===== config.mk =====
export PLATFORM = sky130hd
export DESIGN_NAME = id_top
export DESIGN_NICKNAME = d
export VERILOG_FILES = /design/src/id_pkg.sv /design/src/id_ctrl_decoder.sv /design/src/id_fetch_latch.sv /design/src/id_imm_gen.sv /design/src/id_issue_reg.sv /design/src/id_regfile.sv /design/src/id_top.sv
export SDC_FILE = /design/constraint.sdc
export NUM_CORES = 2
export LEC_CHECK = 0
export BUFFER_PORTS_ARGS = -buffer_cell sky130_fd_sc_hd__buf_2
export CAP_MARGIN = 0
export CORE_MARGIN = 2
export CORE_UTILIZATION = 35
export CTS_BUF_LIST = sky130_fd_sc_hd__clkbuf_8
export DETAILED_ROUTE_END_ITERATION = 8
export GPL_TIMING_DRIVEN = 0
export MAX_ROUTING_LAYER = met4
export PLACE_DENSITY_LB_ADDON = 0.12
export SETUP_SLACK_MARGIN = 0.4
export SLEW_MARGIN = 0
export SYNTH_ARGS = -nofsm -noshare
export SYNTH_HDL_FRONTEND = slang
export SYNTH_SLANG_ARGS = --single-unit

===== constraint.sdc =====
create_clock -name i_clk -period 5.6 [get_ports i_clk]
set_input_delay 0.84 -clock i_clk [delete_from_list [all_inputs] [get_ports i_clk]]
set_output_delay 0.84 -clock i_clk [all_outputs]
set_load 0.005 [all_outputs]

===== src/id_pkg.sv =====
// decode package: widths, opcode/alu/memory/branch/immediate encodings, packet structs
package id_pkg;

  localparam int XLEN       = 64;
  localparam int INST_W     = 32;
  localparam int REG_ADDR_W = 5;

  typedef enum logic [6:0] {
    OPC_LUI       = 7'b0110111,
    OPC_AUIPC     = 7'b0010111,
    OPC_JAL       = 7'b1101111,
    OPC_JALR      = 7'b1100111,
    OPC_BRANCH    = 7'b1100011,
    OPC_LOAD      = 7'b0000011,
    OPC_STORE     = 7'b0100011,
    OPC_OP_IMM    = 7'b0010011,
    OPC_OP_IMM_32 = 7'b0011011,
    OPC_OP        = 7'b0110011,
    OPC_OP_32     = 7'b0111011
  } opcode_e;

  typedef enum logic [4:0] {
    ALU_ADD      = 5'd0,
    ALU_SUB      = 5'd1,
    ALU_SLT      = 5'd2,
    ALU_SLTU     = 5'd3,
    ALU_XOR      = 5'd4,
    ALU_AND      = 5'd5,
    ALU_OR       = 5'd6,
    ALU_SLL      = 5'd7,
    ALU_SRL      = 5'd8,
    ALU_SRA      = 5'd9,
    ALU_COPY_IMM = 5'd15,
    ALU_INVALID  = 5'd31
  } alu_op_e;

  // stores share the signed load codes
  typedef enum logic [2:0] {
    MEM_SB_LB = 3'd0,
    MEM_LBU   = 3'd1,
    MEM_SH_LH = 3'd2,
    MEM_LHU   = 3'd3,
    MEM_SW_LW = 3'd4,
    MEM_LWU   = 3'd5,
    MEM_SD_LD = 3'd6,
    MEM_NONE  = 3'd7
  } mem_op_e;

  typedef enum logic [2:0] {
    BR_JAL  = 3'd0,
    BR_JALR = 3'd1,
    BR_BEQ  = 3'd2,
    BR_BNE  = 3'd3,
    BR_BLT  = 3'd4,
    BR_BGE  = 3'd5,
    BR_BLTU = 3'd6,
    BR_BGEU = 3'd7
  } br_func_e;

  typedef enum logic [1:0] {
    B_RS2    = 2'd0,
    B_IMM    = 2'd1,
    B_CONST4 = 2'd2  // link address pc + 4
  } alu_b_src_e;

  typedef enum logic [2:0] {
    IMM_I    = 3'd0,
    IMM_U    = 3'd1,
    IMM_S    = 3'd2,
    IMM_B    = 3'd3,
    IMM_J    = 3'd4,
    IMM_NONE = 3'd5
  } imm_fmt_e;

  typedef struct packed {
    logic [XLEN-1:0]   pc;
    logic [INST_W-1:0] inst;
  } fetch_pkt_t;

  typedef struct packed {
    alu_op_e    alu_op;
    logic       a_src_pc;
    alu_b_src_e b_src;
    logic       word_cut;
    logic       reg_wr;
    logic       mem_to_reg;
    logic       mem_wr;
    logic       mem_re;
    mem_op_e    mem_op;
    logic       br_en;
    br_func_e   br_func;
    logic       invalid;
  } ctrl_t;

  typedef struct packed {
    logic                  wen;
    logic [REG_ADDR_W-1:0] waddr;
    logic [XLEN-1:0]       wdata;
  } wb_t;

  typedef struct packed {
    logic [XLEN-1:0]       pc;
    logic [REG_ADDR_W-1:0] rd;
    logic [XLEN-1:0]       rs1_data;
    logic [XLEN-1:0]       rs2_data;
    logic [XLEN-1:0]       imm;
    ctrl_t                 ctrl;
  } dec_pkt_t;

endpackage


===== src/id_ctrl_decoder.sv =====
// instruction classifier: rv64i matching, format grouping, control bundle and immediate format
module id_ctrl_decoder import id_pkg::*; (
  input  logic [INST_W-1:0] i_inst,
  output ctrl_t             o_ctrl,
  output imm_fmt_e          o_imm_fmt
);

  opcode_e    opcode;
  logic [2:0] funct3;
  logic       f7_zero;
  logic       f7_alt;
  logic       f7_pair;
  logic       sh_zero;
  logic       sh_alt;
  logic       imm_alt;
  logic       imm_ok;
  logic       imm32_ok;
  logic       reg_ok;
  logic       reg32_ok;

  logic       t_r, t_i, t_u, t_s, t_b, t_j;
  logic       pc_rel;  // alu a takes pc
  logic       link;    // jal / jalr
  logic       ld;
  logic       word;
  logic       matched;
  alu_op_e    alu;
  mem_op_e    mop;
  br_func_e   bfn;

  function automatic alu_op_e alu_of(input logic [2:0] f3, input logic alt);
    alu_op_e op;
    case (f3)
      3'b000:  op = alt ? ALU_SUB : ALU_ADD;
      3'b001:  op = ALU_SLL;
      3'b010:  op = ALU_SLT;
      3'b011:  op = ALU_SLTU;
      3'b100:  op = ALU_XOR;
      3'b101:  op = alt ? ALU_SRA : ALU_SRL;
      3'b110:  op = ALU_OR;
      default: op = ALU_AND;
    endcase
    return op;
  endfunction

  assign opcode  = opcode_e'(i_inst[6:0]);
  assign funct3  = i_inst[14:12];
  assign f7_zero = (i_inst[31:25] == 7'b0000000);
  assign f7_alt  = (i_inst[31:25] == 7'b0100000);
  assign f7_pair = f7_zero | f7_alt;
  assign sh_zero = (i_inst[31:26] == 6'b000000);  // 6-bit shamt on rv64
  assign sh_alt  = (i_inst[31:26] == 6'b010000);
  assign imm_alt = (funct3 == 3'b101) & i_inst[30];  // srai only, bit 30 is imm elsewhere

  // legal funct3/funct7 combinations per arithmetic opcode
  assign imm_ok   = (funct3 == 3'b001) ? sh_zero :
                    (funct3 == 3'b101) ? (sh_zero | sh_alt) : 1'b1;
  assign imm32_ok = (funct3 == 3'b000) | ((funct3 == 3'b001) & f7_zero) |
                    ((funct3 == 3'b101) & f7_pair);
  assign reg_ok   = (funct3 == 3'b000 || funct3 == 3'b101) ? f7_pair : f7_zero;
  assign reg32_ok = (funct3 == 3'b000 || funct3 == 3'b101) ? f7_pair :
                    ((funct3 == 3'b001) & f7_zero);

  always_comb begin
    {t_r, t_i, t_u, t_s, t_b, t_j} = '0;
    pc_rel = 1'b0;
    link   = 1'b0;
    ld     = 1'b0;
    word   = 1'b0;
    alu    = ALU_INVALID;
    mop    = MEM_NONE;
    bfn    = BR_JAL;
    case (opcode)
      OPC_LUI: begin
        t_u = 1'b1;
        alu = ALU_COPY_IMM;
      end
      OPC_AUIPC: begin
        t_u    = 1'b1;
        pc_rel = 1'b1;
        alu    = ALU_ADD;
      end
      OPC_JAL: begin
        t_j    = 1'b1;
        pc_rel = 1'b1;
        link   = 1'b1;
        alu    = ALU_ADD;
      end
      OPC_JALR: if (funct3 == 3'b000) begin
        t_i    = 1'b1;
        pc_rel = 1'b1;
        link   = 1'b1;
        alu    = ALU_ADD;
        bfn    = BR_JALR;
      end
      OPC_BRANCH: if (funct3[2:1] != 2'b01) begin
        t_b = 1'b1;
        alu = ALU_SUB;  // compare
        bfn = br_func_e'(funct3[2] ? funct3 : {2'b01, funct3[0]});
      end
      OPC_LOAD: if (funct3 != 3'b111) begin
        t_i = 1'b1;
        ld  = 1'b1;
        alu = ALU_ADD;
        mop = mem_op_e'({funct3[1:0], funct3[2]});  // size, then unsigned bit
      end
      OPC_STORE: if (!funct3[2]) begin
        t_s = 1'b1;
        alu = ALU_ADD;
        mop = mem_op_e'({funct3[1:0], 1'b0});
      end
      OPC_OP_IMM: if (imm_ok) begin
        t_i = 1'b1;
        alu = alu_of(funct3, imm_alt);
      end
      OPC_OP_IMM_32: if (imm32_ok) begin
        t_i  = 1'b1;
        word = 1'b1;
        alu  = alu_of(funct3, imm_alt);
      end
      OPC_OP: if (reg_ok) begin
        t_r = 1'b1;
        alu = alu_of(funct3, i_inst[30]);
      end
      OPC_OP_32: if (reg32_ok) begin
        t_r  = 1'b1;
        word = 1'b1;
        alu  = alu_of(funct3, i_inst[30]);
      end
      default: ;
    endcase
  end

  assign matched = |{t_r, t_i, t_u, t_s, t_b, t_j};

  assign o_ctrl.alu_op     = alu;
  assign o_ctrl.a_src_pc   = pc_rel;
  assign o_ctrl.b_src      = link ? B_CONST4 : ((t_i | t_u | t_s) ? B_IMM : B_RS2);
  assign o_ctrl.word_cut   = word;
  assign o_ctrl.reg_wr     = t_r | t_i | t_u | t_j;
  assign o_ctrl.mem_to_reg = ld;
  assign o_ctrl.mem_wr     = t_s;
  assign o_ctrl.mem_re     = ld;
  assign o_ctrl.mem_op     = mop;
  assign o_ctrl.br_en      = t_b | link;
  assign o_ctrl.br_func    = bfn;
  assign o_ctrl.invalid    = !matched && (i_inst != '0);  // zero word is a bubble

  assign o_imm_fmt = t_i ? IMM_I :
                     t_u ? IMM_U :
                     t_s ? IMM_S :
                     t_b ? IMM_B :
                     t_j ? IMM_J : IMM_NONE;

endmodule


===== src/id_fetch_latch.sv =====
// input stage register with accepted instruction, its pc and valid flag
module id_fetch_latch import id_pkg::*; (
  input  logic       i_clk,
  input  logic       i_rst_n,
  input  fetch_pkt_t i_fetch,
  input  logic       i_fetch_valid,
  input  logic       i_advance,
  output fetch_pkt_t o_held,
  output logic       o_held_valid
);

  // decoder sees an all-zero word out of reset
  always_ff @(posedge i_clk or negedge i_rst_n) begin
    if (!i_rst_n) begin
      o_held_valid <= 1'b0;
      o_held       <= '0;
    end else if (i_advance) begin
      o_held_valid <= i_fetch_valid;
      o_held.pc    <= i_fetch.pc;
      o_held.inst  <= i_fetch_valid ? i_fetch.inst : '0;  // empty slot -> bubble
    end
  end

endmodule


===== src/id_imm_gen.sv =====
// immediate generator: sign-extended i/u/s/b/j immediates selected by format
module id_imm_gen import id_pkg::*; (
  input  logic [INST_W-1:0] i_inst,
  input  imm_fmt_e          i_imm_fmt,
  output logic [XLEN-1:0]   o_imm
);

  logic [XLEN-1:0] imm_i;
  logic [XLEN-1:0] imm_u;
  logic [XLEN-1:0] imm_s;
  logic [XLEN-1:0] imm_b;
  logic [XLEN-1:0] imm_j;

  assign imm_i = {{(XLEN-12){i_inst[31]}}, i_inst[31:20]};
  assign imm_u = {{(XLEN-32){i_inst[31]}}, i_inst[31:12], 12'b0};
  assign imm_s = {{(XLEN-12){i_inst[31]}}, i_inst[31:25], i_inst[11:7]};
  assign imm_b = {{(XLEN-12){i_inst[31]}}, i_inst[7], i_inst[30:25],
                  i_inst[11:8], 1'b0};  // halfword offset
  assign imm_j = {{(XLEN-20){i_inst[31]}}, i_inst[19:12], i_inst[20],
                  i_inst[30:21], 1'b0};

  always_comb begin
    case (i_imm_fmt)
      IMM_I:   o_imm = imm_i;
      IMM_U:   o_imm = imm_u;
      IMM_S:   o_imm = imm_s;
      IMM_B:   o_imm = imm_b;
      IMM_J:   o_imm = imm_j;
      default: o_imm = '0;  // none and unused codes
    endcase
  end

endmodule


===== src/id_issue_reg.sv =====
// output stage register: issue packet and valid flag toward execute
module id_issue_reg import id_pkg::*; (
  input  logic     i_clk,
  input  logic     i_rst_n,
  input  logic     i_advance,
  input  logic     i_valid,
  input  dec_pkt_t i_pkt,
  output dec_pkt_t o_dec,
  output logic     o_dec_valid
);

  always_ff @(posedge i_clk or negedge i_rst_n) begin
    if (!i_rst_n) begin
      o_dec_valid <= 1'b0;
    end else if (i_advance) begin
      o_dec_valid <= i_valid;
    end
  end

  // held unchanged while execute stalls
  always_ff @(posedge i_clk) begin
    if (i_advance) begin
      o_dec <= i_pkt;
    end
  end

endmodule


===== src/id_regfile.sv =====
// general-purpose register file: two read ports, one write port, x0 tied low, write bypass
module id_regfile import id_pkg::*; #(
  parameter int NUM_REGS = 32,
  parameter int DATA_W   = XLEN,
  localparam int ADDR_W  = $clog2(NUM_REGS)
) (
  input  logic              i_clk,
  input  logic              i_rst_n,
  input  logic [ADDR_W-1:0] i_raddr1,
  input  logic [ADDR_W-1:0] i_raddr2,
  input  wb_t               i_wb,
  output logic [DATA_W-1:0] o_rdata1,
  output logic [DATA_W-1:0] o_rdata2
);

  logic [DATA_W-1:0] regs [NUM_REGS];
  logic [ADDR_W-1:0] waddr;
  logic [DATA_W-1:0] wdata;
  logic              wr_en;

  assign waddr = ADDR_W'(i_wb.waddr);
  assign wdata = DATA_W'(i_wb.wdata);
  assign wr_en = i_wb.wen && (waddr != '0);  // x0 writes dropped

  always_ff @(posedge i_clk or negedge i_rst_n) begin
    if (!i_rst_n) begin
      for (int i = 0; i < NUM_REGS; i++) begin
        regs[i] <= '0;
      end
    end else if (wr_en) begin
      regs[waddr] <= wdata;
    end
  end

  // same-cycle write wins over the stored value
  assign o_rdata1 = (i_raddr1 == '0)                 ? '0    :
                    (wr_en && (i_raddr1 == waddr))   ? wdata : regs[i_raddr1];
  assign o_rdata2 = (i_raddr2 == '0)                 ? '0    :
                    (wr_en && (i_raddr2 == waddr))   ? wdata : regs[i_raddr2];

endmodule


===== src/id_top.sv =====
// decode top: fetch latch, control decoder, immediate generator, register file, issue register
module id_top import id_pkg::*; (
  input  logic       i_clk,
  input  logic       i_rst_n,
  input  fetch_pkt_t i_fetch,
  input  logic       i_fetch_valid,
  output logic       o_fetch_ready,
  input  wb_t        i_wb,
  output dec_pkt_t   o_dec,
  output logic       o_dec_valid,
  input  logic       i_ex_ready
);

  localparam int NUM_REGS = 32;
  localparam int DATA_W   = XLEN;

  fetch_pkt_t        held;
  logic              held_valid;
  ctrl_t             ctrl;
  imm_fmt_e          imm_fmt;
  logic [XLEN-1:0]   imm;
  logic [DATA_W-1:0] rs1_data;
  logic [DATA_W-1:0] rs2_data;
  dec_pkt_t          issue_pkt;

  assign o_fetch_ready = i_ex_ready;  // both stages stall together

  id_fetch_latch u_fetch_latch (
    .i_clk        (i_clk),
    .i_rst_n      (i_rst_n),
    .i_fetch      (i_fetch),
    .i_fetch_valid(i_fetch_valid),
    .i_advance    (i_ex_ready),
    .o_held       (held),
    .o_held_valid (held_valid)
  );

  id_ctrl_decoder u_ctrl_decoder (
    .i_inst   (held.inst),
    .o_ctrl   (ctrl),
    .o_imm_fmt(imm_fmt)
  );

  id_imm_gen u_imm_gen (
    .i_inst   (held.inst),
    .i_imm_fmt(imm_fmt),
    .o_imm    (imm)
  );

  id_regfile #(
    .NUM_REGS(NUM_REGS),
    .DATA_W  (DATA_W)
  ) u_regfile (
    .i_clk   (i_clk),
    .i_rst_n (i_rst_n),
    .i_raddr1(held.inst[19:15]),
    .i_raddr2(held.inst[24:20]),
    .i_wb    (i_wb),
    .o_rdata1(rs1_data),
    .o_rdata2(rs2_data)
  );

  assign issue_pkt.pc       = held.pc;
  assign issue_pkt.rd       = held.inst[11:7];
  assign issue_pkt.rs1_data = rs1_data;
  assign issue_pkt.rs2_data = rs2_data;
  assign issue_pkt.imm      = imm;
  assign issue_pkt.ctrl     = ctrl;

  id_issue_reg u_issue_reg (
    .i_clk      (i_clk),
    .i_rst_n    (i_rst_n),
    .i_advance  (i_ex_ready),
    .i_valid    (held_valid),
    .i_pkt      (issue_pkt),
    .o_dec      (o_dec),
    .o_dec_valid(o_dec_valid)
  );

endmodule


## Word level (Yosys, flattened, before mapping)

Index checks and enable logic that the tools add are counted.

- Flip-flop bits (word level): 2,427
- Bits in latches: 0
- RAM bits: 0
- Bits in read-only memories: 0
- Input port bits: 170
- Logic and storage cells: 179
- Memories: 0

- Add/sub/neg operators: 0
- Multipliers: 0
- Div/mod/pow operators: 0
- Magnitude comparators: 4
- Equality and inequality tests: 27
- Shift operators: 0
- Multiplexer cells: 62
- Bitwise logic cells: 16
- Reduce and logical (&&, ||, !) cells: 18

Operator list:

| cell | number |
|---|---|
| 2048-bit bitwise mux | 1 |
| 64-bit binary-select mux with 5-bit select | 2 |
| 64-bit two-way mux | 7 |
| 64-bit demux with 5-bit select | 1 |
| 64-bit one-hot mux with 5 select lines | 1 |
| 5-bit one-hot mux with 7 select lines | 2 |
| 5-bit one-hot mux with 10 select lines | 1 |
| 5-bit two-way mux | 8 |
| 7-bit by 6-bit equality test with 1-bit output (second input constant) | 5 |
| 32-bit two-way mux | 1 |
| 32-bit nonzero test | 1 |
| 3-bit two-way mux | 8 |
| 1-bit two-way mux | 23 |
| 7-bit by 5-bit equality test with 1-bit output (second input constant) | 3 |
| 7-bit equality test (second input constant) | 3 |
| 6-bit >= comparator (second input constant) | 3 |
| 5-bit inverter with 6-bit output | 3 |
| 3-bit by 2-bit equality test with 1-bit output (second input constant) | 4 |
| 3-bit equality test (second input constant) | 4 |
| 3-bit one-hot mux with 2 select lines | 2 |
| 5-bit equality test | 2 |
| 5-bit zero test | 2 |
| 1-bit bitwise OR | 10 |
| 1-bit one-hot mux with 2 select lines | 4 |
| 17 further kinds | 26 |

## Longest topological paths before layout

- Depth after elaboration: 9
- Mapped depth: 10

## Cells and area by module

From an unflattened synthesis, not the netlist that was laid out.

- Cell total of the unflattened synthesis: 8,208
- Area, all modules: 122,910.4 µm²

Modules (own cells, without submodules):

| module | times used | cells each | area an instance (µm²) | seq. area each (µm²) |
|---|---|---|---|---|
| id_regfile | 1 | 7,412 | 108,860.7 | 51,249.2 |
| id_issue_reg | 1 | 284 | 8,508.2 | 8,493.1 |
| id_fetch_latch | 1 | 276 | 3,901.2 | 2,427.3 |
| id_ctrl_decoder | 1 | 129 | 842.1 | 0.0 |
| id_imm_gen | 1 | 106 | 790.8 | 0.0 |
| id_top | 1 | 1 | 7.5 | 0.0 |

## Least setup slack after synthesis

No wires, ideal clock.

- Kind: input-to-reg
- Start point: input i_wb[67] in the netlist's numbering
- End point: register, netlist name u_issue_reg.o_dec[193]
- Data arrival time: 2.261 ns
- Required time: 5.344 ns
- Slack: 3.082 ns
- Cell stages on the path: 9
- Cell sequence: buf_4 > xor2_1 > nor3_1 > and4_1 > or2_1 > buf_2 > clkbuf_1 > a21oi_1 > a22o_1

- Longest elaborated chain between the ends: 4
- Elaborated cells between the ends (all ways): 5

RTL lines:

| item | RTL line | RTL |
|---|---|---|
| start, declared | id_top.sv:8 | `input wb_t i_wb,` |
| 5-bit nonzero test | id_regfile.sv:23 | `assign wr_en = i_wb.wen && (waddr != '0);` |
| 1-bit logical AND | id_regfile.sv:23 |  |
| 1-bit logical AND * | id_regfile.sv:37 | `(wr_en && (i_raddr1 == waddr)) ? wdata : regs[i_raddr1];` |
| 64-bit two-way mux * | id_regfile.sv:37 |  |

Mark *: on every way between the ends. The rest lies on a longest branch, timed or not.
A chain may end at the register's enable or synchronous reset.

## Worst setup path in the final report

- Start point: register u_fetch_latch.o_held[20] in the netlist's numbering
- End point: register, netlist name u_issue_reg.o_dec[85]

- Longest elaborated chain between the ends: 5
- Elaborated cells between the ends (all ways): 8

RTL lines:

| item | RTL line | RTL |
|---|---|---|
| start, declared | id_fetch_latch.sv:8 | `output fetch_pkt_t o_held,` |
| 5-bit inverter with 6-bit output (not written as such) | id_regfile.sv:39 | `(wr_en && (i_raddr2 == waddr)) ? wdata : regs[i_raddr2];` |
| 64-bit binary-select mux with 5-bit select | id_regfile.sv:39 |  |
| 64-bit two-way mux (not written as such) (2 in a row) | id_regfile.sv:39 |  |
| 64-bit two-way mux | id_regfile.sv:39 |  |

Several ways; a longest one is shown, not always the timed one. The select of a mux whose other input is x is not followed.

==> results.md <==
- GRT Resource Usage Total: 32.93%
- Setup TNS: 0 ps
- Outcome: finished, violations left
- Max VDD drop: 0.1896 mV
- Achievable clock frequency: 0.1832 GHz
- Tot Pwr: 51.00 mW
- Most common cell after layout, fill and taps aside: dfrtp_1
- Initial DRC Count: 10135
- Die width: 589.6 um
- R2R cell count: 9
- Number of synthesized flops with an enable pin: 249
- Core Region: 0.3422 sq mm
- CP most frequent cell: buf_2
- Synthesized Nets: 7940
- Critical Path Slowest Stage Cell: a41oi_1
- Fillers: 31891
- Layout Skew: 81.16 ps
- Die Ht: 589.6 um
- Worst path cell trace: buf_2, buf_4, buf_2, xor2_1, nor4_1, nand3_1, clkbuf_4, clkbuf_2, a41oi_1
- Vias in the first global route: 86952
- Net switching power: 15.87 mW
- Ys Warns: 0
- Total global routing overflow: 0
- Fin util: 40.87%
- R2r setup slk: 140 ps
- GR Util met3: 9.349%
- Syn-to-layout area delta: 16.54%
- Busiest layer in global routing: met2
- Initial antenna violation count: 84
- Delay-heaviest family, CP: buffers and inverters
- Clock buffer count from CTS: 438
- CTS max path bufs: 4
- Register share of total power: 44.8%
- Hold Path Origin: i_wb[40]
- Part of the power in combinational logic: 21.7%
- H-tree depth: 5
- ANT nets after route: 0
- CTS tree: done
- Fin crit share: 97.49%
- Reg2reg end: u_issue_reg.o_dec[85]
- Min Tclk post-route: 5459 ps
- First-pass GRT wire length: 757.1 mm
- GR met2 Demand/Resource: 47.97%
- Synthesis-stage register bit count: 2395
- Unique masters post-synth: 65
- Post-layout instance area: 0.1399 sq mm
- Worst min path class: input port to flop
- Reg area: 0.06118 sq mm
- Worst EP arrival: 6260 ps
- Critical register-to-register path startpoint: u_fetch_latch.o_held[20]
- CP bufs+invs: 5
- Failing checks: capacitance limit, slew limit
- Critical path data required time: 6400 ps
- Num Clock Sinks: 2395
- Post-synth top flop: dfrtp_1
- Max-cap viol count: 15
- Worst Tran Pin Value: 1771 ps
- Dpl cells: 12827
- Slew HR: -18.05%
- WHS Endpoint: u_regfile.regs[1192]
- Asr flop ratio synth: 89.60%
- Clk slew on worst S/H paths: 60 ps
- Vias post-DR: 86178
- RSZ-0062 raised after global routing: no
- Crit path capture type: flop
- Cell Area, Synth: 0.1200 sq mm
- Static Leak: 59.34 nW
- CP startpoint kind: flop
- Die ar.: 0.3476 sq mm
- Power per Cell Area: 364.6 mW/mm^2
- Mapped Avg Cell Area: 15.45 sq um
- Area occupied by multi-input gates: 0.05458 sq mm
- DP HPWL: 380.5 mm
- CTS Root Cell: clkbuf_8
- Latest clock arrival within the worst-skew pair: 1180 ps
- Fraction of layout cells with a size suffix above 1: 48.96%
- Largest net degree at the start of global routing: 162
- GRT met1 Usage: 41.63%
- Clock group share of total power: 33.5%
- Number of nets in the layout: 9031
- Num ports: 454
- Setup Viol. Count Final: 0
- Hold Path Depth: 2
- Vias per Instance: 6.213
- Final hold viol count: 0
- Placed cell areas: 0.1294 sq mm
- Non-Filler Instances: 13871
- # port buffers: 450
- Int Power: 35.13 mW
- Crit Path Class: flop to flop
- Seq/Total Area, Yosys: 50.98%
- GPL Wtd Cong: 0.9088
- Site Rows: 215
- Net Sw Frac: 31.11%
- WL/cell: 40.66 um
- DRC viols: 0
- Worst path max stage delay: 1020 ps
- Post-Synthesis Cells: 7768
- Starting Density: 35.07%
- Max FO, Critical Path: 11
- Most frequent cells in the layout: dfrtp_1 (2146), mux2_2 (1910), mux4_2 (991)
- Drt first pass iters: 6
- Post-Route WL: 564.0 mm
- Final slew viol count: 150
[through the flow]
stage | worst slack, ps | hold slack, ps
2_1_floorplan | 3082 | 421.0
3_3_place_gp | -46690 | 423.5
3_5_place_dp | -206.7 | 427.5
4_1_cts | 239.3 | 2.945
5_1_grt | 452.1 | 46.56
6_report | 140.7 | 61.05
[per-layer routing]
| metal | vias up | wire, um |
|---|---|---|
| met4 | 0 | 35130 |
| li1 | 32657 | - |
| met1 | 47081 | 224300 |
| met3 | 1392 | 56030 |
| met2 | 5048 | 248600 |
| met5 | - | 0 |
[cell families (layout without fill, tap and decap cells)]
group,count (synthesis),after routing,synth area share [%]
multiplexers,3161,3161,38.81
flip-flops,2395,2395,50.98
buffers and inverters,956,2408,3.650
AO/OA/AOI/OAI,779,779,4.625
AND/OR/NAND/NOR,464,464,1.834
XOR/XNOR,11,11,0.08027
adder cells (fa/ha/maj),2,2,0.02085
other,0,94,0
[cells in the mapped netlist, drive strengths merged, types with 20 or more instances]
master	number	area, sq um
dfrtp	2146	53700
mux2	2031	22870
mux4	991	22320
buf	483	2601
clkbuf	437	1644
edfxtp	249	7477
o22ai	195	1220
nor2	149	559.3
mux2i	139	1391
a22oi	124	930.9
o21ai	121	605.6
nand2	112	420.4
nand3	74	370.4
a41oi	65	569.3
o221ai	63	551.8
or3	62	387.9
a22o	60	525.5
a21oi	42	225.2
o41ai	36	322.8
inv	35	131.4
a221oi	30	262.8
a21o	20	150.1
[power by group through the flow]
stage | registers, mW | clock network, mW | logic [mW]
global route | 23.2 | 18.1 | 11.5
finish | 22.8 | 17.1 | 11.1
CTS | 22.7 | 17.3 | 11.0
global placement | 22.9 | 0 | 10.6
detailed placement | 23.0 | 0 | 10.8
floorplan | 22.3 | 0 | 7.00
[repair_timing]
action | 4_1_cts | 5_1_grt
cloned | 0 | 0
setup endpoints to repair | 19 | 4
setup buffers | 0 | 0
pin swaps | 0 | 0
hold buffers | 149 | 0
endpoints found under the hold margin | 344 | 0
resized for setup | 7 | 7
[final cells by class]
cell class,count,share of cell area [%]
Inverter,36,0.09662
Multi-Input combinational cell,4417,39.02
Sequential cell,2395,43.74
Clock buffer,537,5.285
Tap cell,4557,4.077
Clock inverter,264,0.9313
Antenna cell,94,0.1682
Buffer,920,3.121
Timing Repair Buffer,651,3.555
[registers in the layout, indices dropped and copies added, names as in the netlist]
| signal | count |
|---|---|
| u_fetch_latch.o_held | 96 |
| u_fetch_latch.o_held_valid | 1 |
| u_issue_reg.o_dec | 249 |
| u_issue_reg.o_dec_valid | 1 |
| u_regfile.regs | 2048 |
[how the worst max path moves through the flow]
stage | from | end | slack (ps) | cells past startpoint
2_1_floorplan | i_wb[67] | u_issue_reg.o_dec[193] | 3080 | 9
3_3_place_gp | i_rst_n | u_regfile.regs[1311] | -46690 | 1
3_5_place_dp | u_fetch_latch.o_held[20] | u_issue_reg.o_dec[148] | -210 | 9
4_1_cts | u_fetch_latch.o_held[20] | u_issue_reg.o_dec[148] | 240 | 9
5_1_grt | u_fetch_latch.o_held[20] | u_issue_reg.o_dec[106] | 450 | 9
6_report | u_fetch_latch.o_held[20] | u_issue_reg.o_dec[85] | 140 | 9
Note: power is estimated with default switching activity, not from simulation.
